`src/design/big_mul_pkg.sv`:
```
package big_mul_pkg;

    // word and block geometry
    localparam int word_w = 32;
    localparam int block_w = 2 * word_w;
    localparam int operand_bits = 256;
    localparam int operand_blocks = operand_bits / block_w;
    localparam int load_words = operand_bits / word_w;
    localparam int acc_blocks = 2 * operand_blocks;
    localparam int result_words = 2 * load_words;
    localparam int addr_w = $clog2(acc_blocks);

    // counter widths and pipeline depth
    localparam int load_cnt_w = $clog2(load_words);
    localparam int out_cnt_w = $clog2(result_words) + 1;
    localparam int drain_cycles = 3;

    typedef logic [word_w-1:0] word_t;
    typedef logic [block_w-1:0] block_t;
    typedef logic [addr_w-1:0] addr_t;

    typedef enum logic [1:0] {
        st_idle,
        st_loading,
        st_computing,
        st_outputting
    } seq_state_t;

endpackage

```
`src/design/operand_loader.sv`:
```
module operand_loader import big_mul_pkg::*; (
    input  logic   clk_in,
    input  logic   rst,
    input  word_t  operand_n,
    input  word_t  operand_m,
    input  logic   load_valid,
    input  logic   accept,
    output logic   n_wr_en,
    output logic   m_wr_en,
    output addr_t  wr_addr,
    output block_t n_wr_data,
    output block_t m_wr_data,
    output logic   load_done
);

    logic [load_cnt_w-1:0] pair_cnt;
    logic taken;
    word_t held_n;
    word_t held_m;

    // pairs offered while the sequencer is busy are dropped
    assign taken = load_valid && accept;

    always_ff @(posedge clk_in) begin
        if (rst) begin
            pair_cnt <= '0;
        end else if (taken) begin
            if (pair_cnt == load_cnt_w'(load_words - 1)) begin
                pair_cnt <= '0;
            end else begin
                pair_cnt <= pair_cnt + 1'b1;
            end
        end
    end

    // even words wait here for their odd partner
    always_ff @(posedge clk_in) begin
        if (taken && !pair_cnt[0]) begin
            held_n <= operand_n;
            held_m <= operand_m;
        end
    end

    assign n_wr_en = taken && pair_cnt[0];
    assign m_wr_en = taken && pair_cnt[0];
    assign wr_addr = addr_t'(pair_cnt >> 1);
    assign n_wr_data = {operand_n, held_n};
    assign m_wr_data = {operand_m, held_m};
    assign load_done = taken && (pair_cnt == load_cnt_w'(load_words - 1));

endmodule

```
`config.mk`:
```
export PLATFORM = sky130hd
export DESIGN_NAME = operand_loader
export DESIGN_NICKNAME = d
export VERILOG_FILES = /design/src/design/big_mul_pkg.sv /design/src/design/operand_loader.sv
export SDC_FILE = /design/constraint.sdc
export NUM_CORES = 1
export LEC_CHECK = 0
export ABC_AREA = 0
export BUFFER_PORTS_ARGS = -buffer_cell sky130_fd_sc_hd__buf_2
export CAP_MARGIN = 20
export CORE_ASPECT_RATIO = 0.8
export CORE_MARGIN = 5
export CORE_UTILIZATION = 36
export DETAILED_ROUTE_END_ITERATION = 10
export HOLD_SLACK_MARGIN = 0.12
export PLACE_DENSITY = 0.77
export SYNTH_ARGS = -nofsm -noshare
export SYNTH_HDL_FRONTEND = slang
export SYNTH_SLANG_ARGS = --single-unit
export TNS_END_PERCENT = 20
```
`constraint.sdc`:
```
create_clock -name clk_in -period 3.7 [get_ports clk_in]
set_input_delay 0.185 -clock clk_in [delete_from_list [all_inputs] [get_ports clk_in]]
set_output_delay 0.185 -clock clk_in [all_outputs]
set_load 0.1 [all_outputs]
```
==> run metrics <==
status complete, no violations; #FFs+latches synth 67; Layout fillers 534; hold crit path type input port to flip-flop; Syn Std Cell Area 2628 µm²; Cell Rows 27; total grt overflow 0; Tcrit/Tclk final 51.28%; initial antenna violation count 0; Die Y-Extent 86.42 µm; setup total negative slack 0 ps; Initial DRT Pass Iterations 4; Routed WL 7.040 mm; Crit Path Max Fanout 5; Finished Layout Cells 451; vias per cell 4.257; share of cells above drive strength 1 59.07%; RSZ-0062 raised after global routing false; YS warnings 0; pwr dens 520.3 nW/µm²; largest net degree at the start of global routing 35; H-Tree Depth 3; CTS tree yes; Avg Synthesized Cell Area 17.17 µm²; Fin Hold WS 203.5 ps; final net count 430; Max rail drop VDD 0.0002997 V; Synth Net Count 223; Layout Skew 6.152 ps; Hold Path End pair_cnt[2]$_SDFFE_PP0N_; maxcap violations 0; Post-DP HPWL 4.661 mm; Hold Path Stages 3; register area share after synthesis 75.43%; clk_lat worst skew 330 ps; first-pass GRT wire length 10.79 mm; Syn Inst Count 153; core area 6993 µm²; Initial Util 37.57%; Area Growth Syn to Fin 54.90%; Setup violations, final 0; All-Layer GR Usage 15.50%; worst endpoint required time 3510 ps; gpl congestion 0.6905; fin crit period 1898 ps; pins over their slew limit 0; vias in the first global route 2,116; io pins 202; reg2reg start pair_cnt[0]$_SDFFE_PP0N_; leakage 1.844 nW; Yosys cell types 15; hold path startpoint load_valid; Inst Count DP 371; CP startpoint pair_cnt[0]$_SDFFE_PP0N_; DRC 0; diode count 0; fmax 0.5270 GHz; Final Hold Viols 0; crit path DAT 1710 ps; post-CTS setup buffers 0; worst r2r path cells 2; DIE AREA 9118 µm²; Synth top area share 73.14%; Tot Pwr 0.002118 W; clk buf depth 2; Num CTS Buffers 9; area leader, netlist edfxtp_1; CP endpoint kind output pin; reg2reg setup slack 1990 ps; CP startpoint kind flip-flop; die span in x 105.5 µm; largest cells by area after synthesis edfxtp_1 (73%), buf_4 (19%), dfxtp_1 (2.3%), a21bo_1 (1.1%), ha_1 (0.95%); Detail Route Antenna Nets 0; via count 1,920; CTS root buf clkbuf_8; R2R Path End held_n[26]$_DFFE_PP_; First DRT Iteration DRCs 43; clock sink count 67; Worst Max-Slew Pin Slew 879.6 ps; I/O Buffers 200; Clock transition at path regs 70 ps; detailed-route wire length per cell 15.61 µm; kind of critical path flip-flop to output pin; Worst slew margin 41.22%
==> how the worst max path moves through the flow <==
stage | end | slack, ps
finish | load_done | 1800
global route | load_done | 1670
CTS | load_done | 1770
detailed placement | held_m[24]$_DFFE_PP_ | 1900
global placement | held_m[21]$_DFFE_PP_ | 1950
floorplan | held_m[0]$_DFFE_PP_ | 130
==> layout by cell type (no fill, tap or decap) <==
cell           synthesis  final
clkbuf_8               0      9
a21bo_1                3      3
clkinv_2               0      1
dlygate4sd3_1          0     65
clkinvlp_4             0      2
conb_1                 1      1
and3_1                 2      2
nand4bb_1              1      1
nand4b_1               1      1
nand3_1                1      1
buf_12                 0      1
a21oi_1                3      3
buf_2                  1    200
dfxtp_1                3      3
bufinv_16              0      1
ha_1                   2      2
nor2_4                 0      1
clkinv_1               0      2
edfxtp_1              64     64
nand2_1                1      1
==> cells in the mapped netlist (all sizes together) <==
library cell	number
a21bo	3
a21oi	3
and3	2
buf	70
conb	1
dfxtp	3
edfxtp	64
ha	2
nand2	1
nand3	1
nand4b	1
nand4bb	1
nor2	1
==> stage by stage <==
| step | setup slack (ps) | utilization [%] | area, µm² |
|---|---|---|---|
| 6_report | 1802 | 58.20 | 4070 |
| 3_3_place_gp | 1948 | 46.31 | 3238 |
| 2_1_floorplan | 129.9 | - | 2628 |
| 4_1_cts | 1766 | 58.20 | 4070 |
| 3_5_place_dp | 1896 | 46.31 | 3238 |
| 5_1_grt | 1665 | 58.20 | 4070 |
==> sequential cells by signal, summed over array words and instances (netlist names) <==
signal    count
held_m       32
held_n       32
pair_cnt      3
==> power breakdown <==
part	internal, W	total (W)	switching [W]	leakage [nW]
Sequential	0.000870	0.000878	0.00000801	0.621
Combinational	0.000118	0.000688	0.000570	1.14
Clock	0.000301	0.000552	0.000251	0.0862
==> worst max-delay path: stages (launching register included) <==
cell	delay, ps
dfxtp_1	430
ha_1	190
ha_1	180
and3_1	160
buf_2	420
==> repair_timing <==
action | in CTS | in global routing
hold endpoints to repair | 67 | 0
hold buffers | 65 | 0
gates resized for setup | 0 | 0
==> per-layer routing <==
metal  wire length [µm]  GRT usage, %  vias to the layer above
li1                   -             -                      889
met1               2428         14.92                      883
met2               3653         28.82                      135
met3                838         7.372                       13
met4                119         6.000                        0
met5                  0             0                        -
==> cells by family after synthesis <==
logic type | synth area share, %
compound gates | 1.714
other cells | 0.1427
fa+ha+maj | 0.9522
buf+inv | 20.05
flops | 75.43
simple gates | 1.714
==> layout make-up <==
cell class	instances	area [µm²]	share of cell area [%]
clock buffers	9	123.9	3.043
well taps	87	108.9	2.674
multi-input cells	16	126.4	3.105
flip-flops and latches	67	1982	48.69
clock inverters	6	57.56	1.414
repair buffers	266	1672	41.07
Note: power is estimated with default switching activity, not from simulation.
