<file path="src/design/big_mul_pkg.sv">
package big_mul_pkg;

    // word and block geometry
    localparam int word_w = 32;
    localparam int block_w = 2 * word_w;
    localparam int operand_bits = 256;
    localparam int operand_blocks = operand_bits / block_w;
    localparam int load_words = operand_bits / word_w;
    localparam int acc_blocks = 2 * operand_blocks;
    localparam int result_words = 2 * load_words;
    localparam int addr_w = $clog2(acc_blocks);

    // counter widths and pipeline depth
    localparam int load_cnt_w = $clog2(load_words);
    localparam int out_cnt_w = $clog2(result_words) + 1;
    localparam int drain_cycles = 3;

    typedef logic [word_w-1:0] word_t;
    typedef logic [block_w-1:0] block_t;
    typedef logic [addr_w-1:0] addr_t;

    typedef enum logic [1:0] {
        st_idle,
        st_loading,
        st_computing,
        st_outputting
    } seq_state_t;

endpackage

</file>
<file path="src/design/mac_ctrl_if.sv">
interface mac_ctrl_if import big_mul_pkg::*; ();

    // one multiply step travelling down the pipeline
    wire step_valid;
    // first step of a row, carries start from zero
    wire row_start;
    wire n_zero;
    // accumulator block not yet written in this operation
    wire acc_fresh;
    wire addr_t acc_addr;

    modport issue (output step_valid, row_start, n_zero, acc_fresh, acc_addr);

    // multiplier reads one instance and drives the next stage
    modport relay (inout step_valid, row_start, n_zero, acc_fresh, acc_addr);

    modport consume (input step_valid, row_start, n_zero, acc_fresh, acc_addr);

endinterface

</file>
<file path="src/design/carry_accumulator.sv">
module carry_accumulator import big_mul_pkg::*; (
    input  logic   clk_in,
    input  logic   rst,
    mac_ctrl_if.consume step,
    input  block_t product_lo,
    input  block_t product_hi,
    input  block_t acc_rd_data,
    output logic   acc_wr_en,
    output addr_t  acc_wr_addr,
    output block_t acc_wr_data
);

    block_t acc_q;
    block_t hi_q;
    logic prod_c_q;
    logic acc_c_q;

    block_t hi_prev;
    logic prod_c_prev;
    logic acc_c_prev;
    block_t acc_in;
    logic [block_w:0] prod_sum;
    logic [block_w:0] acc_sum;

    // read data arrives one cycle before the product, hold it to match
    always_ff @(posedge clk_in) begin
        acc_q <= acc_rd_data;
    end

    // a new row starts its carry chain from zero
    assign hi_prev = step.row_start ? '0 : hi_q;
    assign prod_c_prev = step.row_start ? 1'b0 : prod_c_q;
    assign acc_c_prev = step.row_start ? 1'b0 : acc_c_q;

    // blocks never written in this operation read as zero
    assign acc_in = step.acc_fresh ? '0 : acc_q;

    assign prod_sum = {1'b0, product_lo} + {1'b0, hi_prev} + prod_c_prev;
    assign acc_sum = {1'b0, acc_in} + {1'b0, prod_sum[block_w-1:0]} + acc_c_prev;

    always_ff @(posedge clk_in) begin
        if (rst) begin
            acc_wr_en <= 1'b0;
            hi_q <= '0;
            prod_c_q <= 1'b0;
            acc_c_q <= 1'b0;
        end else begin
            acc_wr_en <= step.step_valid;
            if (step.step_valid) begin
                hi_q <= product_hi;
                prod_c_q <= prod_sum[block_w];
                acc_c_q <= acc_sum[block_w];
            end
        end
    end

    always_ff @(posedge clk_in) begin
        acc_wr_addr <= step.acc_addr;
        acc_wr_data <= acc_sum[block_w-1:0];
    end

endmodule

</file>
<file path="src/flat_wrapper.sv">
// flat-port wrapper written by rule: the top's interface ports become plain ports
module carry_accumulator_flat import big_mul_pkg::*;
  (clk_in, rst, product_lo, product_hi, acc_rd_data, acc_wr_en, acc_wr_addr, acc_wr_data, step_step_valid, step_row_start, step_n_zero, step_acc_fresh, step_acc_addr);
  mac_ctrl_if step_i ();
  input  logic clk_in;
  input  logic rst;
  input  block_t product_lo;
  input  block_t product_hi;
  input  block_t acc_rd_data;
  output logic acc_wr_en;
  output addr_t acc_wr_addr;
  output block_t acc_wr_data;
  input wire logic [$bits(step_i.step_valid)-1:0] step_step_valid;
  input wire logic [$bits(step_i.row_start)-1:0] step_row_start;
  input wire logic [$bits(step_i.n_zero)-1:0] step_n_zero;
  input wire logic [$bits(step_i.acc_fresh)-1:0] step_acc_fresh;
  input wire logic [$bits(step_i.acc_addr)-1:0] step_acc_addr;
  assign step_i.step_valid = step_step_valid;
  assign step_i.row_start = step_row_start;
  assign step_i.n_zero = step_n_zero;
  assign step_i.acc_fresh = step_acc_fresh;
  assign step_i.acc_addr = step_acc_addr;
  carry_accumulator u_core (.clk_in(clk_in), .rst(rst), .step(step_i), .product_lo(product_lo), .product_hi(product_hi), .acc_rd_data(acc_rd_data), .acc_wr_en(acc_wr_en), .acc_wr_addr(acc_wr_addr), .acc_wr_data(acc_wr_data));
endmodule
</file>
<file path="config.mk">
export PLATFORM = sky130hd
export DESIGN_NAME = carry_accumulator_flat
export DESIGN_NICKNAME = d
export VERILOG_FILES = /design/src/design/big_mul_pkg.sv /design/src/design/mac_ctrl_if.sv /design/src/design/carry_accumulator.sv /design/src/flat_wrapper.sv
export SDC_FILE = /design/constraint.sdc
export NUM_CORES = 1
export LEC_CHECK = 0
export BUFFER_PORTS_ARGS = -buffer_cell sky130_fd_sc_hd__clkbuf_2
export CAP_MARGIN = 20
export CORE_MARGIN = 5
export CORE_UTILIZATION = 40
export CTS_CLUSTER_DIAMETER = 30
export DETAILED_ROUTE_END_ITERATION = 16
export GPL_ROUTABILITY_DRIVEN = 1
export PLACE_DENSITY = 0.59
export SLEW_MARGIN = 20
export SYNTH_ARGS = -nofsm -noshare
export SYNTH_HDL_FRONTEND = slang
export SYNTH_SLANG_ARGS = --single-unit
</file>
<file path="constraint.sdc">
create_clock -name clk_in -period 15.6 [get_ports clk_in]
set_clock_uncertainty 0.2 [all_clocks]
set_input_delay 2.34 -clock clk_in [delete_from_list [all_inputs] [get_ports clk_in]]
set_output_delay 2.34 -clock clk_in [all_outputs]
set_load 0.02 [all_outputs]
</file>
==> results.cfg <==
[detailed_routing]
viasPerCell = 5.40
vias = 12600
ant_nets = 0
first_pass_iters = 5
wl_per_cell_um = 18.6
drt_iter0_markers = 715
drc = 0
routed_wl_um = 43300

[worst_setup_path]
path_class = primary input to flop
ff2ff_path_depth = 22
cp_max_fo = 66
crit_path_cell_trace = clkbuf_2, buf_4, nand2b_1, inv_1, ha_1, nor2b_1, o2111ai_1, a21boi_0, o2111ai_1, a21oi_1, o21a_1, o21ai_0, nor2_1, a211oi_1, ha_1, nand2_1, nor4_1, nand2_1, a31o_2, a21oi_1, o21ai_0, a21oi_2, nor3b_1, a2111oi_2
critPathBufInv = 3
cp.required_ns = 15.76
critPathSlowestCell = buf_4
cp-end-kind = flop
timing.rr.start = u_core.prod_c_q
rrSetupSlack_ns = 9.25
worstSetupStartpointType = primary input
critPathTopFamily = compound AO/OA/AOI/OAI gates
r2r_end = u_core.acc_wr_data[62]
cp_data_arrival_time_ns = 8.63
worst_path_largest_cell_delay_ns = 0.55

[timing]
setup_viol = 0
fin_ws_ns = 7.13
finalHoldViolations = 0
relSlewSlack_pct = 44.2
maxSlewViolCount = 0
fin_setup_tns_ns = 0
rsz0062_at_grt = no
timing.final.crit_share_pct = 54.3
fmax_mhz = 118
min_period_ns = 8.47
worst_pin_slew_ns = 0.832

[worst_hold_path]
hp-start = u_core.hi_q[2]
hold_class = flop to flop
min_to = u_core.hi_q[2]
hold_depth = 2

[grt]
grt_overflow = 0
grt_pass1_vias = 12500
grt_max_degree = 68
antenna_found_initial = 13
grt_pass1_wl_um = 68000
grt_util_all_layers_pct = 22.3

[synth]
yosysMostFrequentCell = dfxtp_1
yosysTopAreaCell = dfxtp_1
ys_ff_latch = 198
async_flop_share_pct = 0
yosys_warnings = 0
syn_area_sq_um = 13700
synth_area_leaders = dfxtp_1, ha_1, nor2b_1
seq_area_frac_synth_pct = 29.0
synthTopCellsByCount = dfxtp_1, nor2_1, a21oi_1
yosysUniqueCellTypes = 80
synth_edf_count = 0
synth_top_area_share_pct = 29.0
syn-num-nets = 1974
syn-instance-count = 1643
avgSynthCellArea_sq_um = 8.32
ys.flop_type = dfxtp_1

[finish]
final_nets = 2200
multiInputGateArea_sq_um = 9310
seq_area_sq_um = 3960
syn_to_final_growth_pct = 16.4
drive_gt1_share_pct = 17.8
nFillCells = 3447

[clock_tree]
post_cts_buffers = 0
clockRootBuffer = clkbuf_16
cts_buffer_depth = 2
cts_tree = built
ctsHoldBuffers = 0
clk_pin_slew_ns = 0.08
cts.htree.levels = 4
cts.repair.resized = 0
numCtsBuffers = 17
clkLatencyLatePin_ns = 0.47
clkSinkCount = 198

[run]
cap_violations = 0

[floorplan]
rows = 67
initial_core_util_pct = 40.7
die_h_um = 195
die_x_um = 195
core_area_sq_um = 33600
ioPinCount = 269
die_area_sq_um = 38000

[power_and_ir_drop]
vdd_ir_drop_max_mv = 0.0824
power_uw = 1630
powerDensity_nw_per_um2 = 103
p_leak_uw = 0.00768

[placed_design]
port-buffer-count = 267
gp_congestion = 0.924
place_ws_ns = 6.64
hpwlAfterDp_um = 35300

[status]
outcome = complete, no violations
## worst reg2reg max path, cell delays in order, from the launching register on
cell       delay (ns)
dfxtp_1          0.35
nand2b_1         0.08
fa_1             0.46
fa_1             0.45
nor2b_1          0.18
o31a_1           0.19
o31a_1           0.26
a31o_2           0.26
nor2b_1          0.20
nor2_1           0.09
o21ai_0          0.25
a21boi_0         0.16
xnor2_1          0.18
ha_1             0.42
nand2_1          0.14
nor4_1           0.50
nand2_1          0.10
a31o_2           0.24
a21oi_1          0.41
o21ai_0          0.32
a21oi_2          0.36
nor3b_1          0.11
a2111oi_2        0.33
## how the worst max path moves through the flow
stage                         from                     end  slack, ns  cells past startpoint
finish              step_row_start  u_core.acc_wr_data[62]       7.13                     24
global route        step_row_start  u_core.acc_wr_data[62]       6.60                     23
CTS                 step_row_start  u_core.acc_wr_data[62]       7.10                     23
detailed placement  step_row_start          u_core.acc_c_q       6.64                     24
global placement    step_row_start          u_core.acc_c_q       6.67                     24
floorplan           step_row_start  u_core.acc_wr_data[62]       8.16                     22
## through the flow
| step | util (%) | cells | cell area, sq um | hold slack [ns] |
|---|---|---|---|---|
| floorplan | - | 1643 | 13700 | 0.249 |
| global placement | 45.7 | 2298 | 15300 | 0.264 |
| detailed placement | 45.7 | 2298 | 15300 | 0.272 |
| CTS | 47.3 | 2330 | 15900 | 0.291 |
| global route | 47.3 | 2333 | 15900 | 0.316 |
| finish | 47.3 | 2333 | 15900 | 0.285 |
## cell families after synthesis
logic type / Yosys count / share of synthesized area (%)
mux: 66 / 4.83
xor+xnor: 111 / 7.11
compound gates: 480 / 23.2
flops: 198 / 29.0
simple gates: 556 / 20.8
buf+inv: 102 / 2.88
fa+ha+maj: 130 / 12.1
## power breakdown
part	switching (uW)	internal (uW)	total (uW)
Sequential	23.9	583	607
Clock	219	212	432
Combinational	367	226	593
Total	611	1020	1630
## cell usage in the layout (no fill, tap or decap), types with 35 or more instances in the layout
master,instances
ha_1,126
a21o_1,80
xnor2_1,76
o21ai_0,74
xor2_1,35
nor2_1,156
mux2i_1,66
inv_1,38
a21oi_1,152
dfxtp_1,198
clkbuf_2,266
nor2b_1,145
nand2_1,99
## state kept, by name (all words and copies together) (netlist names)
| register | count |
|---|---|
| u_core.acc_c_q | 1 |
| u_core.acc_q | 64 |
| u_core.acc_wr_addr | 3 |
| u_core.acc_wr_data | 64 |
| u_core.acc_wr_en | 1 |
| u_core.hi_q | 64 |
| u_core.prod_c_q | 1 |
## cell type report
class	instances	share of cell area (%)
multi-input cells	1343	58.5
flip-flops and latches	198	24.9
repair buffers	271	8.60
well taps	448	3.52
clock buffers	18	2.70
inverters	38	0.896
clock inverters	14	0.818
diodes	3	0.0472
## layer usage
metal / global-route usage [%] / routed length (um) / vias to the layer above
met3: 5.87 / 2740 / 69
met5: 0 / 155 / -
met2: 34.3 / 18700 / 350
met4: 7.24 / 1220 / 20
met1: 30.5 / 20400 / 5803
li1: - / - / 6358
Note: power is estimated with default switching activity, not from simulation.
