===== src/design/big_mul_pkg.sv =====
package big_mul_pkg;

    // word and block geometry
    localparam int word_w = 32;
    localparam int block_w = 2 * word_w;
    localparam int operand_bits = 256;
    localparam int operand_blocks = operand_bits / block_w;
    localparam int load_words = operand_bits / word_w;
    localparam int acc_blocks = 2 * operand_blocks;
    localparam int result_words = 2 * load_words;
    localparam int addr_w = $clog2(acc_blocks);

    // counter widths and pipeline depth
    localparam int load_cnt_w = $clog2(load_words);
    localparam int out_cnt_w = $clog2(result_words) + 1;
    localparam int drain_cycles = 3;

    typedef logic [word_w-1:0] word_t;
    typedef logic [block_w-1:0] block_t;
    typedef logic [addr_w-1:0] addr_t;

    typedef enum logic [1:0] {
        st_idle,
        st_loading,
        st_computing,
        st_outputting
    } seq_state_t;

endpackage


===== src/design/block_ram.sv =====
module block_ram import big_mul_pkg::*; (
    input  logic   clk_in,
    input  logic   wr_en,
    input  addr_t  wr_addr,
    input  block_t wr_data,
    input  addr_t  rd_addr,
    output block_t rd_data
);

    block_t mem [acc_blocks];

    always_ff @(posedge clk_in) begin
        if (wr_en) begin
            mem[wr_addr] <= wr_data;
        end
    end

    // registered read, one cycle latency
    always_ff @(posedge clk_in) begin
        rd_data <= mem[rd_addr];
    end

endmodule


===== config.mk =====
export PLATFORM = sky130hd
export DESIGN_NAME = block_ram
export DESIGN_NICKNAME = d
export VERILOG_FILES = /design/src/design/big_mul_pkg.sv /design/src/design/block_ram.sv
export SDC_FILE = /design/constraint.sdc
export NUM_CORES = 1
export LEC_CHECK = 0
export ABC_AREA = 0
export BUFFER_PORTS_ARGS = -buffer_cell sky130_fd_sc_hd__buf_2
export CORE_MARGIN = 4
export CORE_UTILIZATION = 51
export DETAILED_ROUTE_END_ITERATION = 8
export GPL_TIMING_DRIVEN = 0
export PLACE_DENSITY_LB_ADDON = 0.08
export SKIP_LAST_GASP = 1
export SYNTH_ARGS = -nofsm -noshare
export SYNTH_HDL_FRONTEND = slang
export SYNTH_SLANG_ARGS = --single-unit

===== constraint.sdc =====
create_clock -name clk_in -period 13.15 [get_ports clk_in]
set_input_delay 0.6575 -clock clk_in [delete_from_list [all_inputs] [get_ports clk_in]]
set_output_delay 0.6575 -clock clk_in [all_outputs]
set_load 0.02 [all_outputs]

==> results of run 1 <==
[through the flow]
stage	cell area [um^2]	hold slack [ns]	worst slack (ns)
2_1_floorplan	20500	0.657	7.40
3_3_place_gp	21900	0.667	2.67
3_5_place_dp	22500	0.670	10.36
4_1_cts	24300	0.282	10.99
5_1_grt	24300	0.313	10.91
6_report	24300	0.329	11.02
[layout by cell type, fill, tap and decap left out]
cell type / n
bufinv_16: 4
mux4_2: 128
buf_1: 9
nor2_4: 6
mux2_2: 64
nand2b_1: 3
buf_6: 22
buf_16: 4
inv_8: 1
buf_8: 3
clkinvlp_4: 1
inv_6: 1
clkbuf_1: 22
diode_2: 1
edfxtp_1: 512
nand2_1: 2
buf_12: 13
nor3_2: 2
dfxtp_1: 64
clkbuf_16: 59
clkinv_2: 13
clkbuf_8: 4
buf_2: 135
clkinv_1: 11
buf_4: 4
[worst max path at each step]
stage	from	to	depth (start not counted)
2_1_floorplan	wr_addr[2]	mem[0][0]	2
3_3_place_gp	wr_addr[2]	mem[0][59]	3
3_5_place_dp	wr_en	mem[4][11]	6
4_1_cts	wr_en	mem[4][16]	6
5_1_grt	wr_en	mem[4][16]	6
6_report	wr_en	mem[4][11]	6
[cell families (layout without fill, tap and decap cells)]
family	Yosys count	in the layout	synth area share (%)
buf+inv	35	306	1.11
flops	576	576	81.1
mux	192	192	17.5
other cells	0	1	0
simple gates	13	13	0.286
[metal layers]
layer | vias up | GRT usage, % | part of all wire [%] | wire, um
met5 | - | 0 | 0.15 | 60
met4 | 10 | 5.22 | 2.1 | 815
met3 | 70 | 3.83 | 4.9 | 1950
met2 | 208 | 29.2 | 49 | 19300
met1 | 4721 | 26.0 | 44 | 17200
li1 | 3908 | - | - | -
[state kept, by name, summed over array words and instances, names as in the netlist]
name / cells
rd_data: 64
mem: 512
[power by group]
group          switching [mW]  internal [mW]
clock network           0.654          0.920
registers              0.0185           2.07
logic                   0.125          0.102
[final cells by class]
cell class | count | area (um^2) | area share, %
multi-input cells | 205 | 3720 | 15.3
flip-flops and latches | 576 | 16700 | 68.5
clock inverters | 31 | 254 | 1.05
repair buffers | 164 | 1210 | 4.97
well taps | 525 | 657 | 2.70
diodes | 1 | 2.50 | 0.0103
plain buffers | 35 | 229 | 0.942
clock buffers | 76 | 1580 | 6.50
[critical path, stage by stage]
cell and delay [ns]:
buf_2 0.10, nand2_1 0.21, nor3_2 0.79, buf_6 0.28, buf_8 0.17, buf_4 0.21
==> flow_metrics.tcl, run 1 <==
set metrics [dict create \
    status "completed" \
    grt_pass1_wl_um 59600 \
    drv_slew 0 \
    tritoncts "built" \
    fp.dieH_um 209 \
    max_freq_mhz 468 \
    ys_types 13 \
    clockBufferDepth 3 \
    slew_headroom_pct 35.8 \
    drt-initial-drc-count 699 \
    avgRoutedWirePerCell_um 24.4 \
    worstRegToRegCells 2 \
    dr.pass1.iters 5 \
    syn_nets 888 \
    drc 0 \
    setup_tns_ns 0 \
    whs_path_depth 1 \
    core.rowCount 73 \
    arrival_ns 2.42 \
    n_fill_cell 2872 \
    clock_latency_ns 0.59 \
    fin_cells 1613 \
    syn_area_um2 20500 \
    syn_area_per_cell_um2 25.2 \
    vias 8917 \
    hp-start "wr_data[61]" \
    cts_max_level 2 \
    root_buffer "clkbuf_16" \
    startpoint_type "primary input" \
    routed_via_density 5.53 \
    synth-edff-count 512 \
    post_cts_buffers 0 \
    cts_resized 0 \
    min_path_type "primary input to flip-flop" \
    synth_ff_type "edfxtp_1" \
    wirelength_um 39300 \
    rsz0062_at_grt "no" \
    drive_gt1_share_pct 42.7 \
    async_flop_share_pct 0 \
    finClkSkew_ns 0.0110 \
    postRouteAntennaNets 0 \
    cts_buffers 57 \
    ys_warn_count 0 \
    seq_area_frac_synth_pct 81.1 \
    worstMarginPinSlew_ns 0.958 \
    setup_viol 0 \
    leakagePower_nw 8.07 \
    grt_usage_pct 18.3 \
    timing.rr.start "mem[7][2]" \
    yosysMostFrequentCell "edfxtp_1" \
    p_per_area_nw_per_um2 160 \
    initial_core_util_pct 51.6 \
    post-dp-hpwl_um 24200 \
    synth_cells 816 \
    nets 1111 \
    holdPathEnd "mem[1][61]" \
    syn_to_final_growth_pct 18.3 \
    overflow 0 \
    yosys-top-cells-area "edfxtp_1 75%, mux4_2 14%, dfxtp_1 6.2%" \
    utilization_pct 61.0 \
    cts_hold_buffers 0 \
    maxCapViolations 0 \
    placed_cells_incl_taps 1505 \
    synthTopCellsByCount "512 x edfxtp_1, 128 x mux4_2, 64 x dfxtp_1, 64 x mux2_2, 11 x buf_6" \
    fin_crit_sh_pct 16.2 \
    antenna_found_initial 6 \
    hold_viol 0 \
    io_pins 136 \
    port_buffers 132 \
    fin_total_pwr_mw 3.89 \
    clock_sinks 576 \
    min_period_ns 2.13 \
    reg2reg_to "rd_data[2]" \
    reg2reg_slack_ns 11.90 \
    grt_max_degree 25 \
    core_area_um2 39800 \
    critical_path_required_ns 13.44 \
    chipWidth_um 209 \
    ys_ff_latch 576 \
    clkTransAtPathRegs_ns 0.06 \
    worst_setup_path_end_kind "flip-flop" \
    critPathKind "primary input to flip-flop" \
    synth_top_cell_by_area "edfxtp_1" \
    synth_top_area_share_pct 74.8 \
    critPathMaxFanout 10 \
    dieArea_um2 43600 \
    place_congestion 0.692 \
    peakVddDrop_mv 0.123 \
    grt_pass1_vias 9414 \
]
Power figures use the tool's default switching activity.
==> run 2, diff against run 1 <==
--- a/config.mk
+++ b/config.mk
@@ -5,7 +5,7 @@
 export SDC_FILE = /design/constraint.sdc
 export NUM_CORES = 1
 export LEC_CHECK = 0
-export ABC_AREA = 0
+export ABC_AREA = 1
 export BUFFER_PORTS_ARGS = -buffer_cell sky130_fd_sc_hd__buf_2
 export CORE_MARGIN = 4
 export CORE_UTILIZATION = 51
==> constraint.sdc (replaced) <==
create_clock -name clk_in -period 2 [get_ports clk_in]
set_input_delay 0.1 -clock clk_in [delete_from_list [all_inputs] [get_ports clk_in]]
set_output_delay 0.1 -clock clk_in [all_outputs]
set_load 0.02 [all_outputs]
==> flow_metrics.tcl, run 2 <==
set metrics [dict create \
    dr_wl_met2_um 28100 \
    yosys-top-cells-area "edfxtp_1 65%, nand2_1 13%, inv_1 8.2%" \
    synth_cells 2294 \
    rsz0062_at_grt "no" \
    peakVddDrop_mv 0.797 \
    worstMarginPinSlew_ns 0.944 \
    route.top_layer_used "met5" \
    ys_ff_latch 576 \
    setup_viol 0 \
    power_frac_comb_pct 7.7 \
    fin_crit_sh_pct 94.4 \
    synth_top_area_share_pct 65.0 \
    postRouteAntennaNets 0 \
    n_fill_cell 3591 \
    root_buffer "clkbuf_16" \
    port_buffers 134 \
    core.rowCount 78 \
    switchingPower_mw 6.00 \
    dpl-instance-area_um2 25500 \
    drt-initial-drc-count 1048 \
    utilization_pct 61.9 \
    yosysMostFrequentCell "nand2_1" \
    syn_area_per_cell_um2 10.3 \
    diodes 0 \
    crit_chain "dlygate4sd3_1 -> buf_2 -> inv_1 -> nand2_1 -> nor2_4 -> buf_12 -> buf_12" \
    final_cell_mix "838 x nand2_1, 516 x inv_1, 512 x edfxtp_1" \
    regMostFlops "mem" \
    dp_slack_ns -0.151 \
    post-dp-hpwl_um 35300 \
    cpPeakStageDelay_ns 0.65 \
    critical_path_required_ns 2.29 \
    vias 15700 \
    dieArea_um2 49900 \
    regArea_um2 16700 \
    worst_setup_path_end_kind "flip-flop" \
    status "completed" \
    tritoncts "built" \
    synth_ff_type "edfxtp_1" \
    core_area_um2 45600 \
    io_pins 136 \
    slew_headroom_pct 36.9 \
    leakagePower_nw 13.1 \
    syn_nets 2366 \
    wirelength_um 57100 \
    finClkSkew_ns 0.0185 \
    critPathMaxFanout 24 \
    arrival_ns 2.18 \
    largest_register_ffs 512 \
    avgRoutedWirePerCell_um 17.7 \
    synthTopCellsByCount "838 x nand2_1, 516 x inv_1, 512 x edfxtp_1" \
    drive_gt1_share_pct 12.9 \
    min_period_ns 1.89 \
    reg_top3 "mem (512), rd_data (64)" \
    synth-edff-count 512 \
    setup_ws_ns 0.111 \
    syn_area_um2 23700 \
    clockBufferDepth 3 \
    overflow 0 \
    wl_met3_um 2970 \
    grt_max_degree 27 \
    synth_top_cell_by_area "edfxtp_1" \
    path_buf_inv 5 \
    wl_met1_um 24400 \
    drv_slew 0 \
    dr.pass1.iters 5 \
    grt_usage_pct 22.6 \
    slowest_stage "nor2_4" \
    clock_sinks 576 \
    syn_to_final_growth_pct 19.2 \
    clock_latency_ns 0.61 \
    p_per_area_nw_per_um2 956 \
    critPathKind "primary input to flip-flop" \
    clockPowerShare_pct 41.5 \
    netSwitchingFraction_pct 22.3 \
    finish.instance_area_um2 28200 \
    chipWidth_um 223 \
    maxCapViolations 0 \
    cts_max_level 2 \
    grt_pass1_wl_um 86500 \
    initial_core_util_pct 51.9 \
    routed_via_density 4.87 \
    clkTransAtPathRegs_ns 0.06 \
    nets 2646 \
    antenna_found_initial 1 \
    intPower_mw 21.0 \
    place_congestion 0.756 \
    cts_buffers 59 \
    grt_pass1_vias 15300 \
    ys_warn_count 0 \
    min_path_type "primary input to flip-flop" \
    multi_input_area_um2 4520 \
    startpoint_type "primary input" \
    final_common_cell "nand2_1" \
    hold_viol 0 \
    power.share.sequential_pct 50.8 \
    seq_area_frac_synth_pct 70.4 \
    drc 0 \
    ys_types 12 \
    crit_family "buffers and inverters" \
    crit_top_cell "buf_12" \
    max_freq_mhz 529 \
    async_flop_share_pct 0 \
    fp.dieH_um 223 \
]
-- run 2: changes by cell type in the layout (fill, tap and decap cells not counted), sizes merged, moves of 64 or more --
cell	change
nand2	+836
inv	+517
nand3	+256
mux4	-128
dlygate4sd3	+66
mux2	-64
-- run 2: power by group through the flow --
stage,clock network (mW),registers [mW],logic (mW)
floorplan,0,14.1,0.964
global placement,0,14.0,1.90
detailed placement,0,13.9,1.99
CTS,11.4,13.7,2.11
global route,11.9,13.7,2.31
finish,11.2,13.7,2.09
-- run 2: worst reg2reg max path, cell delays in order (launching register included) --
cell and delay [ns]:
edfxtp_1 0.37, inv_1 0.07, nand2_1 0.06, nand3_1 0.09, nand2_1 0.06, nand2_1 0.05
nand2_1 0.13
-- run 2: kinds of logic after synthesis --
kind of cell	share of synthesized area, %
and+or+nand+nor	18.8
buffers and inverters	10.8
DFF	70.4
-- run 2: per-layer routing --
layer | vias up | global-route usage [%]
li1 | 7686 | -
met1 | 7453 | 29.9
met2 | 448 | 39.1
met3 | 116 | 2.86
met4 | 2 | 7.46
met5 | - | 0
-- run 2: cell type report --
class / count / share of cell area, %
flip-flops and latches: 576 / 59.0
multi-input cells: 1102 / 16.0
inverters: 518 / 6.89
repair buffers: 219 / 6.15
clock buffers: 89 / 6.10
well taps: 600 / 2.66
plain buffers: 98 / 2.13
clock inverters: 23 / 1.01
-- run 2: path summary, 6_finish.rpt --
kind              startpoint          end  slack, ns  cells after the start
setup reg to reg  mem[3][19]  rd_data[19]       1.02                      6
hold reg to reg   mem[0][50]  rd_data[50]       0.63                      6
hold / removal    wr_addr[1]   mem[5][28]       0.06                      4
setup / recovery  wr_addr[2]   mem[3][58]       0.11                      7
-- run 2: timing repair --
action	4_1_cts	5_1_grt
hold buffers	66	0
setup buffers	0	0
hold endpoints to repair	517	0
gates resized for setup	0	0
-- run 2: per-stage QoR --
stage	TNS, ns	hold slack, ns	instances	total power, mW
finish	0	0.0604	3225	27.0
global route	0	0.0502	3225	27.9
CTS	0	0.0140	3225	27.2
detailed placement	-3.48	0.374	3047	15.9
global placement	-1022.23	0.368	3028	15.9
floorplan	-167.00	0.199	2294	15.1
