--- src/design/big_mul_pkg.sv ---
package big_mul_pkg;

    // word and block geometry
    localparam int word_w = 32;
    localparam int block_w = 2 * word_w;
    localparam int operand_bits = 256;
    localparam int operand_blocks = operand_bits / block_w;
    localparam int load_words = operand_bits / word_w;
    localparam int acc_blocks = 2 * operand_blocks;
    localparam int result_words = 2 * load_words;
    localparam int addr_w = $clog2(acc_blocks);

    // counter widths and pipeline depth
    localparam int load_cnt_w = $clog2(load_words);
    localparam int out_cnt_w = $clog2(result_words) + 1;
    localparam int drain_cycles = 3;

    typedef logic [word_w-1:0] word_t;
    typedef logic [block_w-1:0] block_t;
    typedef logic [addr_w-1:0] addr_t;

    typedef enum logic [1:0] {
        st_idle,
        st_loading,
        st_computing,
        st_outputting
    } seq_state_t;

endpackage

--- src/design/mac_ctrl_if.sv ---
interface mac_ctrl_if import big_mul_pkg::*; ();

    // one multiply step travelling down the pipeline
    wire step_valid;
    // first step of a row, carries start from zero
    wire row_start;
    wire n_zero;
    // accumulator block not yet written in this operation
    wire acc_fresh;
    wire addr_t acc_addr;

    modport issue (output step_valid, row_start, n_zero, acc_fresh, acc_addr);

    // multiplier reads one instance and drives the next stage
    modport relay (inout step_valid, row_start, n_zero, acc_fresh, acc_addr);

    modport consume (input step_valid, row_start, n_zero, acc_fresh, acc_addr);

endinterface

--- src/design/mul_sequencer.sv ---
module mul_sequencer import big_mul_pkg::*; (
    input  logic   clk_in,
    input  logic   rst,
    input  logic   load_done,
    output logic   ready,
    output addr_t  n_rd_addr,
    output addr_t  m_rd_addr,
    output addr_t  acc_rd_addr,
    mac_ctrl_if.issue step,
    input  block_t acc_rd_data,
    output word_t  result_word,
    output logic   result_valid,
    output logic   result_last
);

    seq_state_t state;

    // compute walk, step_i runs one past the last n block
    addr_t step_i;
    addr_t row_j;
    logic walk_done;
    logic [1:0] drain_cnt;
    logic step_active;

    // output walk, msb set once all words are issued
    logic [out_cnt_w-1:0] out_cnt;
    logic out_issue;

    logic step_valid_q;
    logic row_start_q;
    logic n_zero_q;
    logic acc_fresh_q;
    addr_t acc_addr_q;

    logic out_vld_q;
    logic out_last_q;
    logic out_sel_q;

    assign ready = (state == st_idle) || (state == st_loading);
    assign step_active = (state == st_computing) && !walk_done;
    assign out_issue = (state == st_outputting) && !out_cnt[out_cnt_w-1];

    assign n_rd_addr = step_i;
    assign m_rd_addr = row_j;
    assign acc_rd_addr = (state == st_outputting) ? out_cnt[out_cnt_w-2:1] : step_i + row_j;

    always_ff @(posedge clk_in) begin
        if (rst) begin
            state <= st_idle;
            step_i <= '0;
            row_j <= '0;
            walk_done <= 1'b0;
            drain_cnt <= '0;
            out_cnt <= '0;
        end else begin
            case (state)
                st_idle, st_loading: begin
                    step_i <= '0;
                    row_j <= '0;
                    walk_done <= 1'b0;
                    drain_cnt <= '0;
                    if (load_done) begin
                        state <= st_computing;
                    end else begin
                        state <= st_loading;
                    end
                end
                st_computing: begin
                    if (!walk_done) begin
                        if (step_i == addr_t'(operand_blocks)) begin
                            step_i <= '0;
                            if (row_j == addr_t'(operand_blocks - 1)) begin
                                walk_done <= 1'b1;
                            end else begin
                                row_j <= row_j + 1'b1;
                            end
                        end else begin
                            step_i <= step_i + 1'b1;
                        end
                    end else if (drain_cnt == 2'(drain_cycles - 1)) begin
                        // last accumulator write has landed
                        state <= st_outputting;
                        out_cnt <= '0;
                    end else begin
                        drain_cnt <= drain_cnt + 1'b1;
                    end
                end
                st_outputting: begin
                    if (!out_cnt[out_cnt_w-1]) begin
                        out_cnt <= out_cnt + 1'b1;
                    end
                    if (result_last) begin
                        state <= st_idle;
                    end
                end
                default: begin
                    state <= st_idle;
                end
            endcase
        end
    end

    // step control lines up with the operand read data
    always_ff @(posedge clk_in) begin
        if (rst) begin
            step_valid_q <= 1'b0;
        end else begin
            step_valid_q <= step_active;
        end
    end

    always_ff @(posedge clk_in) begin
        row_start_q <= (step_i == '0);
        n_zero_q <= (step_i == addr_t'(operand_blocks));
        acc_fresh_q <= (row_j == '0) || (step_i == addr_t'(operand_blocks));
        acc_addr_q <= step_i + row_j;
    end

    assign step.step_valid = step_valid_q;
    assign step.row_start = row_start_q;
    assign step.n_zero = n_zero_q;
    assign step.acc_fresh = acc_fresh_q;
    assign step.acc_addr = acc_addr_q;

    // each block is read twice, low word then high word
    always_ff @(posedge clk_in) begin
        if (rst) begin
            out_vld_q <= 1'b0;
            out_last_q <= 1'b0;
            result_valid <= 1'b0;
            result_last <= 1'b0;
        end else begin
            out_vld_q <= out_issue;
            out_last_q <= out_issue && (out_cnt == out_cnt_w'(result_words - 1));
            result_valid <= out_vld_q;
            result_last <= out_last_q;
        end
    end

    always_ff @(posedge clk_in) begin
        out_sel_q <= out_cnt[0];
        result_word <= out_sel_q ? acc_rd_data[block_w-1:word_w] : acc_rd_data[word_w-1:0];
    end

endmodule

--- src/flat_wrapper.sv ---
// flat-port wrapper written by rule: the top's interface ports become plain ports
module mul_sequencer_flat import big_mul_pkg::*;
  (clk_in, rst, load_done, ready, n_rd_addr, m_rd_addr, acc_rd_addr, acc_rd_data, result_word, result_valid, result_last, step_step_valid, step_row_start, step_n_zero, step_acc_fresh, step_acc_addr);
  mac_ctrl_if step_i ();
  input  logic clk_in;
  input  logic rst;
  input  logic load_done;
  output logic ready;
  output addr_t n_rd_addr;
  output addr_t m_rd_addr;
  output addr_t acc_rd_addr;
  input  block_t acc_rd_data;
  output word_t result_word;
  output logic result_valid;
  output logic result_last;
  output wire logic [$bits(step_i.step_valid)-1:0] step_step_valid;
  output wire logic [$bits(step_i.row_start)-1:0] step_row_start;
  output wire logic [$bits(step_i.n_zero)-1:0] step_n_zero;
  output wire logic [$bits(step_i.acc_fresh)-1:0] step_acc_fresh;
  output wire logic [$bits(step_i.acc_addr)-1:0] step_acc_addr;
  assign step_step_valid = step_i.step_valid;
  assign step_row_start = step_i.row_start;
  assign step_n_zero = step_i.n_zero;
  assign step_acc_fresh = step_i.acc_fresh;
  assign step_acc_addr = step_i.acc_addr;
  mul_sequencer u_core (.clk_in(clk_in), .rst(rst), .load_done(load_done), .ready(ready), .n_rd_addr(n_rd_addr), .m_rd_addr(m_rd_addr), .acc_rd_addr(acc_rd_addr), .step(step_i), .acc_rd_data(acc_rd_data), .result_word(result_word), .result_valid(result_valid), .result_last(result_last));
endmodule
--- config.mk ---
export PLATFORM = sky130hd
export DESIGN_NAME = mul_sequencer_flat
export DESIGN_NICKNAME = d
export VERILOG_FILES = /design/src/design/big_mul_pkg.sv /design/src/design/mac_ctrl_if.sv /design/src/design/mul_sequencer.sv /design/src/flat_wrapper.sv
export SDC_FILE = /design/constraint.sdc
export NUM_CORES = 1
export LEC_CHECK = 0
export ABC_AREA = 1
export BUFFER_PORTS_ARGS = -buffer_cell sky130_fd_sc_hd__buf_4
export CAP_MARGIN = 20
export CORE_MARGIN = 10
export CORE_UTILIZATION = 46
export CTS_BUF_LIST = sky130_fd_sc_hd__clkbuf_4
export DETAILED_ROUTE_END_ITERATION = 8
export HOLD_SLACK_MARGIN = 0.08
export PLACE_DENSITY = 0.81
export SLEW_MARGIN = 10
export SYNTH_ARGS = -nofsm -noshare
export SYNTH_HDL_FRONTEND = slang
export SYNTH_SLANG_ARGS = --single-unit
--- constraint.sdc ---
create_clock -name clk_in -period 1.81 [get_ports clk_in]
set_input_delay 0.2715 -clock clk_in [delete_from_list [all_inputs] [get_ports clk_in]]
set_output_delay 0.2715 -clock clk_in [all_outputs]
set_load 0.01 [all_outputs]
==> flow_metrics.tcl, run 1 <==
set metrics [dict create \
    via_count 2143 \
    cts_buffers 9 \
    antenna_found_initial 0 \
    gp_congestion 0.8495 \
    synth_area_um2 2276 \
    power_uw 2788 \
    htreeDepth 3 \
    fmax_mhz 481.6 \
    synth.distinct_cells 24 \
    vdd_drop_max_mv 0.5262 \
    yosys_warnings 0 \
    grt_pass1_wl_um 11210 \
    cp_max_fo 2 \
    dieArea_um2 8161 \
    seqPwrFrac_pct 51.3 \
    wire_per_inst_um 17.52 \
    grt_max_degree 33 \
    p_per_area_nw_per_um2 784.3 \
    drc 0 \
    antennaDiodeCount 0 \
    synthCells 231 \
    worst_ep_required_time_ns 1.54 \
    layout_min_cycle_time_ns 2.077 \
    worstHoldPathType "in -> reg" \
    setup_viol 2 \
    crit_path_end_kind "output port" \
    yosys.area.top_type "dfxtp_1" \
    p_switching_uw 700.8 \
    grt_pass1_vias 1975 \
    synthToLayoutAreaGrowth_pct 56.18 \
    ys_seq_area_share_pct 52.78 \
    critical_path_class "reg -> out" \
    grt_usage_pct 17.28 \
    rsz0062_at_grt "true" \
    power.share.switching_pct 25.14 \
    synth_edf_count 0 \
    cap_viol_max_count 0 \
    synth_nets 307 \
    slew_violations 0 \
    clk_latency_ns 0.39 \
    period_share_pct 114.7 \
    skew_ns 0.008973 \
    slowest_delay_ns 0.35 \
    synth-seq-cells 60 \
    io_buffer_count 117 \
    cp_cell_sequence "ha_4, fa_2, inv_2, nor2_1, inv_1, nand2_1, nand2_1, nand3_1, o21ai_1, buf_4" \
    fin_nets 450 \
    root_buffer "clkbuf_4" \
    hpwl_um 5751 \
    initial_utilization_pct 47.87 \
    gr-total-overflow 0 \
    clockPowerShare_pct 31.2 \
    hold_violations 0 \
    synth-async-reset-ratio_pct 0 \
    synth_top_area_share_pct 52.78 \
    synth_ff_type "dfxtp_1" \
    comb_power_share_pct 17.5 \
    drtIter0Drc 71 \
    cts_tree "done" \
    p_int_uw 2087 \
    syn_avg_cell_area_um2 9.853 \
    slew_headroom_pct 80.19 \
    chipHeight_um 90.34 \
    power.leakage_uw 0.001667 \
    drt-total-wl_um 7814 \
    status "complete, but fails checks" \
    clk_pin_slew_ns 0.10 \
    via_per_inst 4.805 \
    crit_top_cell "nand2_1" \
    startpoint_type "flip-flop" \
    rows 25 \
    drt_first_pass_iters 4 \
    drtAntennaViolNets 0 \
    synthTopCellsByArea "dfxtp_1 (53%), mux2_2 (15%), inv_1 (4.9%)" \
    cp.arrival_ns 1.81 \
    clockBufferDepth 2 \
    worst_pin_slew_ns 0.2971 \
    post-route-worst-setup-slack_ns -0.2665 \
    crit_slowest_cell "dfxtp_2" \
    cts_setup_buffers 0 \
    layout-drive-gt1-share_pct 45.38 \
    hold_ws_ns 0.1029 \
    violations "setup timing" \
    io_pins 118 \
    die_x_um 90.34 \
    cts.sinks 60 \
    core_um2 4755 \
]
[logic make-up after synthesis]
family | count (synthesis) | share of synthesized area (%)
fa+ha+maj | 9 | 5.278
simple gates | 71 | 14.13
flops | 60 | 52.78
compound gates | 21 | 4.893
buf+inv | 37 | 6.707
xor+xnor | 1 | 0.3849
mux | 32 | 15.83
[per-stage QoR]
| step | util (%) | setup WS (ns) | cell area, um^2 | std cells | setup TNS [ns] |
|---|---|---|---|---|---|
| 2_1_floorplan | - | 0.1716 | 2276 | 231 | 0 |
| 3_3_place_gp | 67.89 | 0.1253 | 3228 | 412 | 0 |
| 3_5_place_dp | 67.89 | 0.08075 | 3228 | 412 | 0 |
| 4_1_cts | 71.74 | -0.2824 | 3411 | 432 | -0.4614 |
| 5_1_grt | 74.76 | -0.4076 | 3555 | 446 | -0.6840 |
| 6_report | 74.76 | -0.2665 | 3555 | 446 | -0.4402 |
[cells in the mapped netlist (all sizes together) (2+ instances only)]
master and n:
nand4 4, inv 30, nor2 20, buf 5, a21oi 11, dfxtp 60
clkbuf 2, nand2 29, nand3 15, o21ai 7, ha 8, mux2 32
[timing repair]
item                       in CTS  in global routing
pin swaps                       1                  0
hold buffers                    4                 14
resized for setup               7                  2
setup endpoints to repair       2                  3
hold endpoints to repair        2                 10
gates cloned                    0                  0
[power groups by stage]
stage	Sequential [uW]	Combinational, uW	Clock, uW
3_5_place_dp	1460	442	0
2_1_floorplan	1490	148	0
6_report	1430	487	871
4_1_cts	1430	453	897
3_3_place_gp	1460	431	0
5_1_grt	1440	517	968
[cells in the final DEF, fill, tap and decap left out]
cell	instances
buf_4	120
dfxtp_1	58
mux2_2	30
inv_1	29
nand2_1	28
nor2_1	18
dlygate4sd3_1	18
nand3_1	15
a21oi_1	11
clkbuf_4	9
ha_1	7
o21ai_0	5
nand4_1	4
clkinv_1	4
mux2_1	2
o21ai_1	2
nor2_2	2
dfxtp_2	2
nand2_4	1
inv_2	1
and2_1	1
o31ai_1	1
or2_1	1
a22oi_1	1
nor4_2	1
xor2_1	1
a31oi_1	1
fa_2	1
ha_4	1
clkinv_2	1
bufinv_16	1
clkinvlp_4	1
buf_6	1
[flip-flops by register name, summed over array words and instances (netlist names)]
register,count
u_core.step.n_zero,1
u_core.step.row_start,1
u_core.n_rd_addr,3
u_core.result_valid,1
u_core.result_word,32
u_core.out_sel_q,1
u_core.result_last,1
u_core.walk_done,1
u_core.step.acc_fresh,1
u_core.out_last_q,1
u_core.state,2
u_core.step.acc_addr,3
u_core.step.step_valid,1
u_core.out_cnt,5
u_core.out_vld_q,1
u_core.m_rd_addr,3
u_core.drain_cnt,2
[critical path: cells and delay by family (launching register included)]
family | cells | cell delay [ns]
buf+inv | 3 | 0.28
fa+ha+maj | 2 | 0.49
simple gates | 4 | 0.21
flops | 1 | 0.35
compound gates | 1 | 0.08
[routing by layer]
metal	vias up	track usage (%)	wire length, um
met5	-	0	0
met4	0	4.775	72
met3	9	7.897	651
met2	108	29.90	3948
met1	978	18.52	3141
li1	1048	-	-
[final timing paths]
| path | startpoint | end | slack [ns] | depth (start not counted) |
|---|---|---|---|---|
| min reg2reg | u_core.out_last_q | u_core.result_last | 0.41 | 2 |
| min | acc_rd_data[31] | u_core.result_word[31] | 0.10 | 2 |
| max reg2reg | u_core.out_sel_q | u_core.result_word[0] | 0.15 | 3 |
| max | u_core.m_rd_addr[0] | acc_rd_addr[2] | -0.27 | 10 |
[final cells by class]
| class | instances | area, um^2 |
|---|---|---|
| Multi-Input combinational cell | 134 | 937.1 |
| Clock inverter | 7 | 57.56 |
| Fill cell | 338 | 1200 |
| Sequential cell | 60 | 1204 |
| Clock buffer | 9 | 67.56 |
| Inverter | 30 | 112.6 |
| Tap cell | 67 | 83.83 |
| Timing Repair Buffer | 139 | 1092 |
Note: power is estimated with default switching activity, not from simulation.
==> run 2, diff against run 1 <==
- CELL_PAD_IN_SITES_DETAIL_PLACEMENT: default -> 0
- CELL_PAD_IN_SITES_GLOBAL_PLACEMENT: default -> 1
- CORE_UTILIZATION: 46 -> 33
- PLACE_DENSITY: 0.81 -> default
- PLACE_DENSITY_LB_ADDON: default -> 0.1
==> run 2 against run 1 <==
The flow still finishes with violations (setup timing); fmax increased by 0.97%; critical path depth did not move; sequential share of layout area decreased by 2.1 points; total power up 2.7%; via count down 0.84%; non-clock buffer count increased by 20; sequential power about the same; critical path type unchanged.
==> flow_metrics.tcl, run 2 (synthesis results as in run 1) <==
set metrics [dict create \
    status "complete, but fails checks" \
    violations "setup timing" \
    antennaDiodeCount 0 \
    grt_max_degree 33 \
    rows 30 \
    cts_buffers 9 \
    worst_ep_required_time_ns 1.54 \
    antenna_found_initial 0 \
    wire_per_inst_um 14.95 \
    grt_pass1_wl_um 10780 \
    gr-total-overflow 0 \
    drt_first_pass_iters 4 \
    vdd_drop_max_mv 0.3849 \
    htreeDepth 3 \
    setup_viol 2 \
    crit_slowest_cell "dfxtp_2" \
    worstHoldPathType "in -> reg" \
    crit_path_end_kind "output port" \
    worstReg2RegStart "u_core.out_sel_q" \
    clockBufferDepth 2 \
    final_util_pct 56.11 \
    slew_headroom_pct 79.42 \
    fin_nets 470 \
    grt_usage_pct 13.18 \
    gp_congestion 0.8207 \
    io_buffer_count 117 \
    die_x_um 103.0 \
    startpoint_type "flip-flop" \
    critical_path_class "reg -> out" \
    clk_pin_slew_ns 0.11 \
    layout_min_cycle_time_ns 2.057 \
    cp_max_fo 2 \
    regArea_um2 1204 \
    cts.sinks 60 \
    crit_start "u_core.m_rd_addr[0]" \
    period_share_pct 113.6 \
    worst_pin_slew_ns 0.3084 \
    fill_cells 639 \
    hpwl_um 5264 \
    cp.arrival_ns 1.79 \
    power.leakage_uw 0.001768 \
    grt_pass1_vias 2129 \
    clk_latency_ns 0.39 \
    cap_viol_max_count 0 \
    fmax_mhz 486.2 \
    via_count 2125 \
    cts_setup_buffers 0 \
    slew_violations 0 \
    dp_cells 425 \
    regMostFlops "u_core.result_word" \
    synthToLayoutAreaGrowth_pct 66.58 \
    skew_ns 0.01152 \
    io_pins 118 \
    worstHoldStart "acc_rd_data[41]" \
    layout-drive-gt1-share_pct 44.86 \
    dieArea_um2 10620 \
    root_buffer "clkbuf_4" \
    cts_tree "done" \
    hold_violations 0 \
    mostFrequentLayoutCells "buf_4 (119), dfxtp_1 (58), dlygate4sd3_1 (38)" \
    reg_top3 "u_core.result_word: 32 flops, u_core.out_cnt: 5 flops" \
    drtIter0Drc 79 \
    chipHeight_um 103.0 \
    drtAntennaViolNets 0 \
    drt-total-wl_um 7162 \
    initial_utilization_pct 33.69 \
    cp_cell_sequence "ha_4, fa_2, inv_2, nor2_1, inv_1, nand2_1, nand2_2, nand3_2, o21ai_2, buf_6" \
    layout_commonest_cell "buf_4" \
    post-route-worst-setup-slack_ns -0.2466 \
    via_per_inst 4.436 \
    core_um2 6756 \
    slowest_delay_ns 0.35 \
    rsz0062_at_grt "true" \
    multi_input_area_um2 948.4 \
    largest_reg_flops 32 \
    layoutNonFillerInstCount 479 \
    drc 0 \
    p_per_area_nw_per_um2 755.1 \
]
run 2: layer usage:
metal  routed length, um  vias to the layer above  global-route usage, %  share of wire [%]
met1                2789                      961                  14.56                 39
met2                3578                       75                  22.28                 50
li1                    -                     1078                      -                  -
met3                 671                       11                  4.558                9.4
met5                   0                        -                      0                  0
met4                 122                        0                  5.989                1.7
run 2: repair_timing:
item | in CTS | in global routing
hold buffers | 38 | 0
cloned | 0 | 0
pin swaps | 1 | 2
resized for setup | 9 | 4
hold endpoints to repair | 19 | 0
setup endpoints to repair | 2 | 7
run 2: area by class of cell:
type / count / area share [%]
inverters: 30 / 2.970
clock inverters: 6 / 1.452
repair buffers: 159 / 34.19
multi-input cells: 134 / 25.02
flip-flops and latches: 60 / 31.75
well taps: 80 / 2.640
clock buffers: 10 / 1.980
run 2: final timing paths:
kind	to	slack, ns	cells past startpoint
hold reg to reg	u_core.result_valid	0.41	2
setup / recovery	acc_rd_addr[2]	-0.25	10
setup reg to reg	u_core.result_word[4]	0.15	3
hold / removal	u_core.result_word[9]	0.11	2
run 2: stage by stage:
stage | setup TNS, ns | setup WS [ns] | total power [uW] | hold slack (ns) | instance area, um^2
2_1_floorplan | 0 | 0.1716 | 1639 | 0.3883 | 2276
3_3_place_gp | 0 | 0.08853 | 1893 | 0.4025 | 3244
3_5_place_dp | 0 | 0.06254 | 1897 | 0.4014 | 3244
4_1_cts | -0.4825 | -0.3059 | 2907 | 0.08209 | 3777
5_1_grt | -0.5974 | -0.3575 | 3002 | 0.08816 | 3791
6_report | -0.4103 | -0.2466 | 2863 | 0.1057 | 3791
run 2: worst max-delay path: cells and delay by family (launching register included):
kind	cells	cell delay, ns
flops	1	0.35
buf+inv	3	0.25
compound gates	1	0.07
simple gates	4	0.25
fa+ha+maj	2	0.47
run 2: power breakdown:
group | switching [uW] | internal, uW
Combinational | 192 | 327
Sequential | 33.9 | 1400
Clock | 487 | 426
==> run 3, diff against run 2 <==
- HOLD_SLACK_MARGIN: 0.08 -> default
- clock period: 1.81 -> 2.1 ns (I/O delays scaled with it)
==> run 3 against run 2 <==
The run still ends with setup timing left; register-to-register slack gained 0.46 ns; critical path depth unchanged; design area decreased by 11%; critical path type unchanged; critical endpoint unchanged; largest power group unchanged; highest routed layer unchanged.
==> flow_metrics.tcl, run 3 (synthesis results as in run 1) <==
set metrics [dict create \
    status "complete, but fails checks" \
    violations "setup timing" \
    layoutNonFillerInstCount 440 \
    worst_pin_slew_ns 0.4269 \
    post-route-worst-setup-slack_ns -0.03138 \
    cts_buffers 9 \
    cp_cell_sequence "ha_4, fa_2, inv_2, nor2_2, inv_1, nand2_1, nand2_2, nand3_2, o21ai_2, buf_6" \
    crit_path_end_kind "output port" \
    worst_ep_required_time_ns 1.78 \
    largest_reg_flops 32 \
    clockBufferDepth 2 \
    ctsHoldBuffers 0 \
    cts_tree "done" \
    regMostFlops "u_core.result_word" \
    drtAntennaViolNets 0 \
    initial_utilization_pct 33.69 \
    rsz0062_at_grt "true" \
    p_per_area_nw_per_um2 667.0 \
    crit_slowest_cell "dfxtp_4" \
    htreeDepth 3 \
    setup_viol 1 \
    gr-total-overflow 0 \
    antennaDiodeCount 0 \
    root_buffer "clkbuf_4" \
    clk_latency_ns 0.40 \
    period_share_pct 101.5 \
    vdd_drop_max_mv 0.2536 \
    grt_max_degree 19 \
    clk_pin_slew_ns 0.11 \
    power.leakage_uw 0.001582 \
    drc 0 \
    skew_ns 0.01804 \
    reg_top3 "u_core.result_word: 32 flops, u_core.out_cnt: 5 flops" \
    cp_max_fo 2 \
    via_per_inst 4.511 \
    final_util_pct 49.96 \
    cts.sinks 60 \
    io_pins 118 \
    io_buffer_count 117 \
    drt_first_pass_iters 4 \
    core_um2 6756 \
    grt_pass1_wl_um 9929 \
    mostFrequentLayoutCells "buf_4 (119), dfxtp_1 (58), mux2_2 (30)" \
    wire_per_inst_um 15.23 \
    fmax_mhz 469.2 \
    fin_nets 431 \
    worstHoldPathType "in -> reg" \
    antenna_found_initial 0 \
    drtIter0Drc 90 \
    dieArea_um2 10620 \
    synthToLayoutAreaGrowth_pct 48.32 \
    slowest_delay_ns 0.37 \
    grt_pass1_vias 1950 \
    via_count 1985 \
    drt-total-wl_um 6702 \
    critical_path_class "reg -> out" \
    hold_violations 0 \
    startpoint_type "flip-flop" \
    hpwl_um 5381 \
    place_ws_ns 0.2390 \
    cap_viol_max_count 0 \
    gp_congestion 0.8209 \
    layout_min_cycle_time_ns 2.131 \
    chipHeight_um 103.0 \
    layout-drive-gt1-share_pct 48.89 \
    dp_cells 423 \
    die_x_um 103.0 \
    fill_cells 682 \
    layout_commonest_cell "buf_4" \
    slew_violations 0 \
    rows 30 \
    slew_headroom_pct 71.50 \
    cp.arrival_ns 1.82 \
    grt_usage_pct 12.24 \
]
run 3: report_power, final:
part           leakage, uW  internal (uW)  switching [uW]
Combinational      0.00103            220             147
Sequential        0.000498           1200            31.5
Clock            0.0000580            225             424
Total              0.00158           1650             602
run 3: path summary, 6_finish.rpt:
check	startpoint	end	slack, ns	depth (start not counted)
max	u_core.n_rd_addr[0]	acc_rd_addr[2]	-0.03	10
min reg2reg	u_core.out_vld_q	u_core.result_valid	0.41	2
min	acc_rd_data[28]	u_core.result_word[28]	0.12	2
max reg2reg	u_core.n_rd_addr[0]	u_core.m_rd_addr[0]	0.61	8
run 3: area by class of cell:
type	count	area, um^2	share of cell area, %
inverter	30	112.6	3.336
clock inverter	7	33.78	1.001
multi-input combinational	134	950.9	28.17
sequential	60	1206	35.73
timing repair buffer	120	904.6	26.80
clock buffer	9	67.56	2.001
tap	80	100.1	2.965
run 3: worst max-delay path, delay by kind of cell, from the launching register on:
kind | cells | cell delay [ns]
compound gates | 1 | 0.08
flops | 1 | 0.37
simple gates | 4 | 0.23
buf+inv | 3 | 0.26
fa+ha+maj | 2 | 0.48
run 3: routing by layer:
layer	global-route usage (%)	vias to the layer above	wire length [um]
li1	-	1005	-
met5	0	-	0
met1	13.96	898	2760
met2	19.70	72	3297
met4	5.775	0	99
met3	4.759	10	545
run 3: what timing repair did:
action / 4_1_cts / 5_1_grt
pin swaps: 0 / 1
setup buffers: 1 / 0
resized for setup: 10 / 4
endpoints found under the setup margin: 2 / 2
run 3: per-stage QoR:
stage / area (um^2) / total power, uW / TNS (ns) / hold WS (ns)
floorplan: 2276 / 1413 / 0 / 0.3883
global placement: 3229 / 1629 / 0 / 0.4020
global route: 3376 / 2372 / -0.2163 / 0.09361
CTS: 3367 / 2287 / -0.06758 / 0.09784
finish: 3376 / 2252 / -0.03138 / 0.1179
detailed placement: 3229 / 1634 / 0 / 0.3990
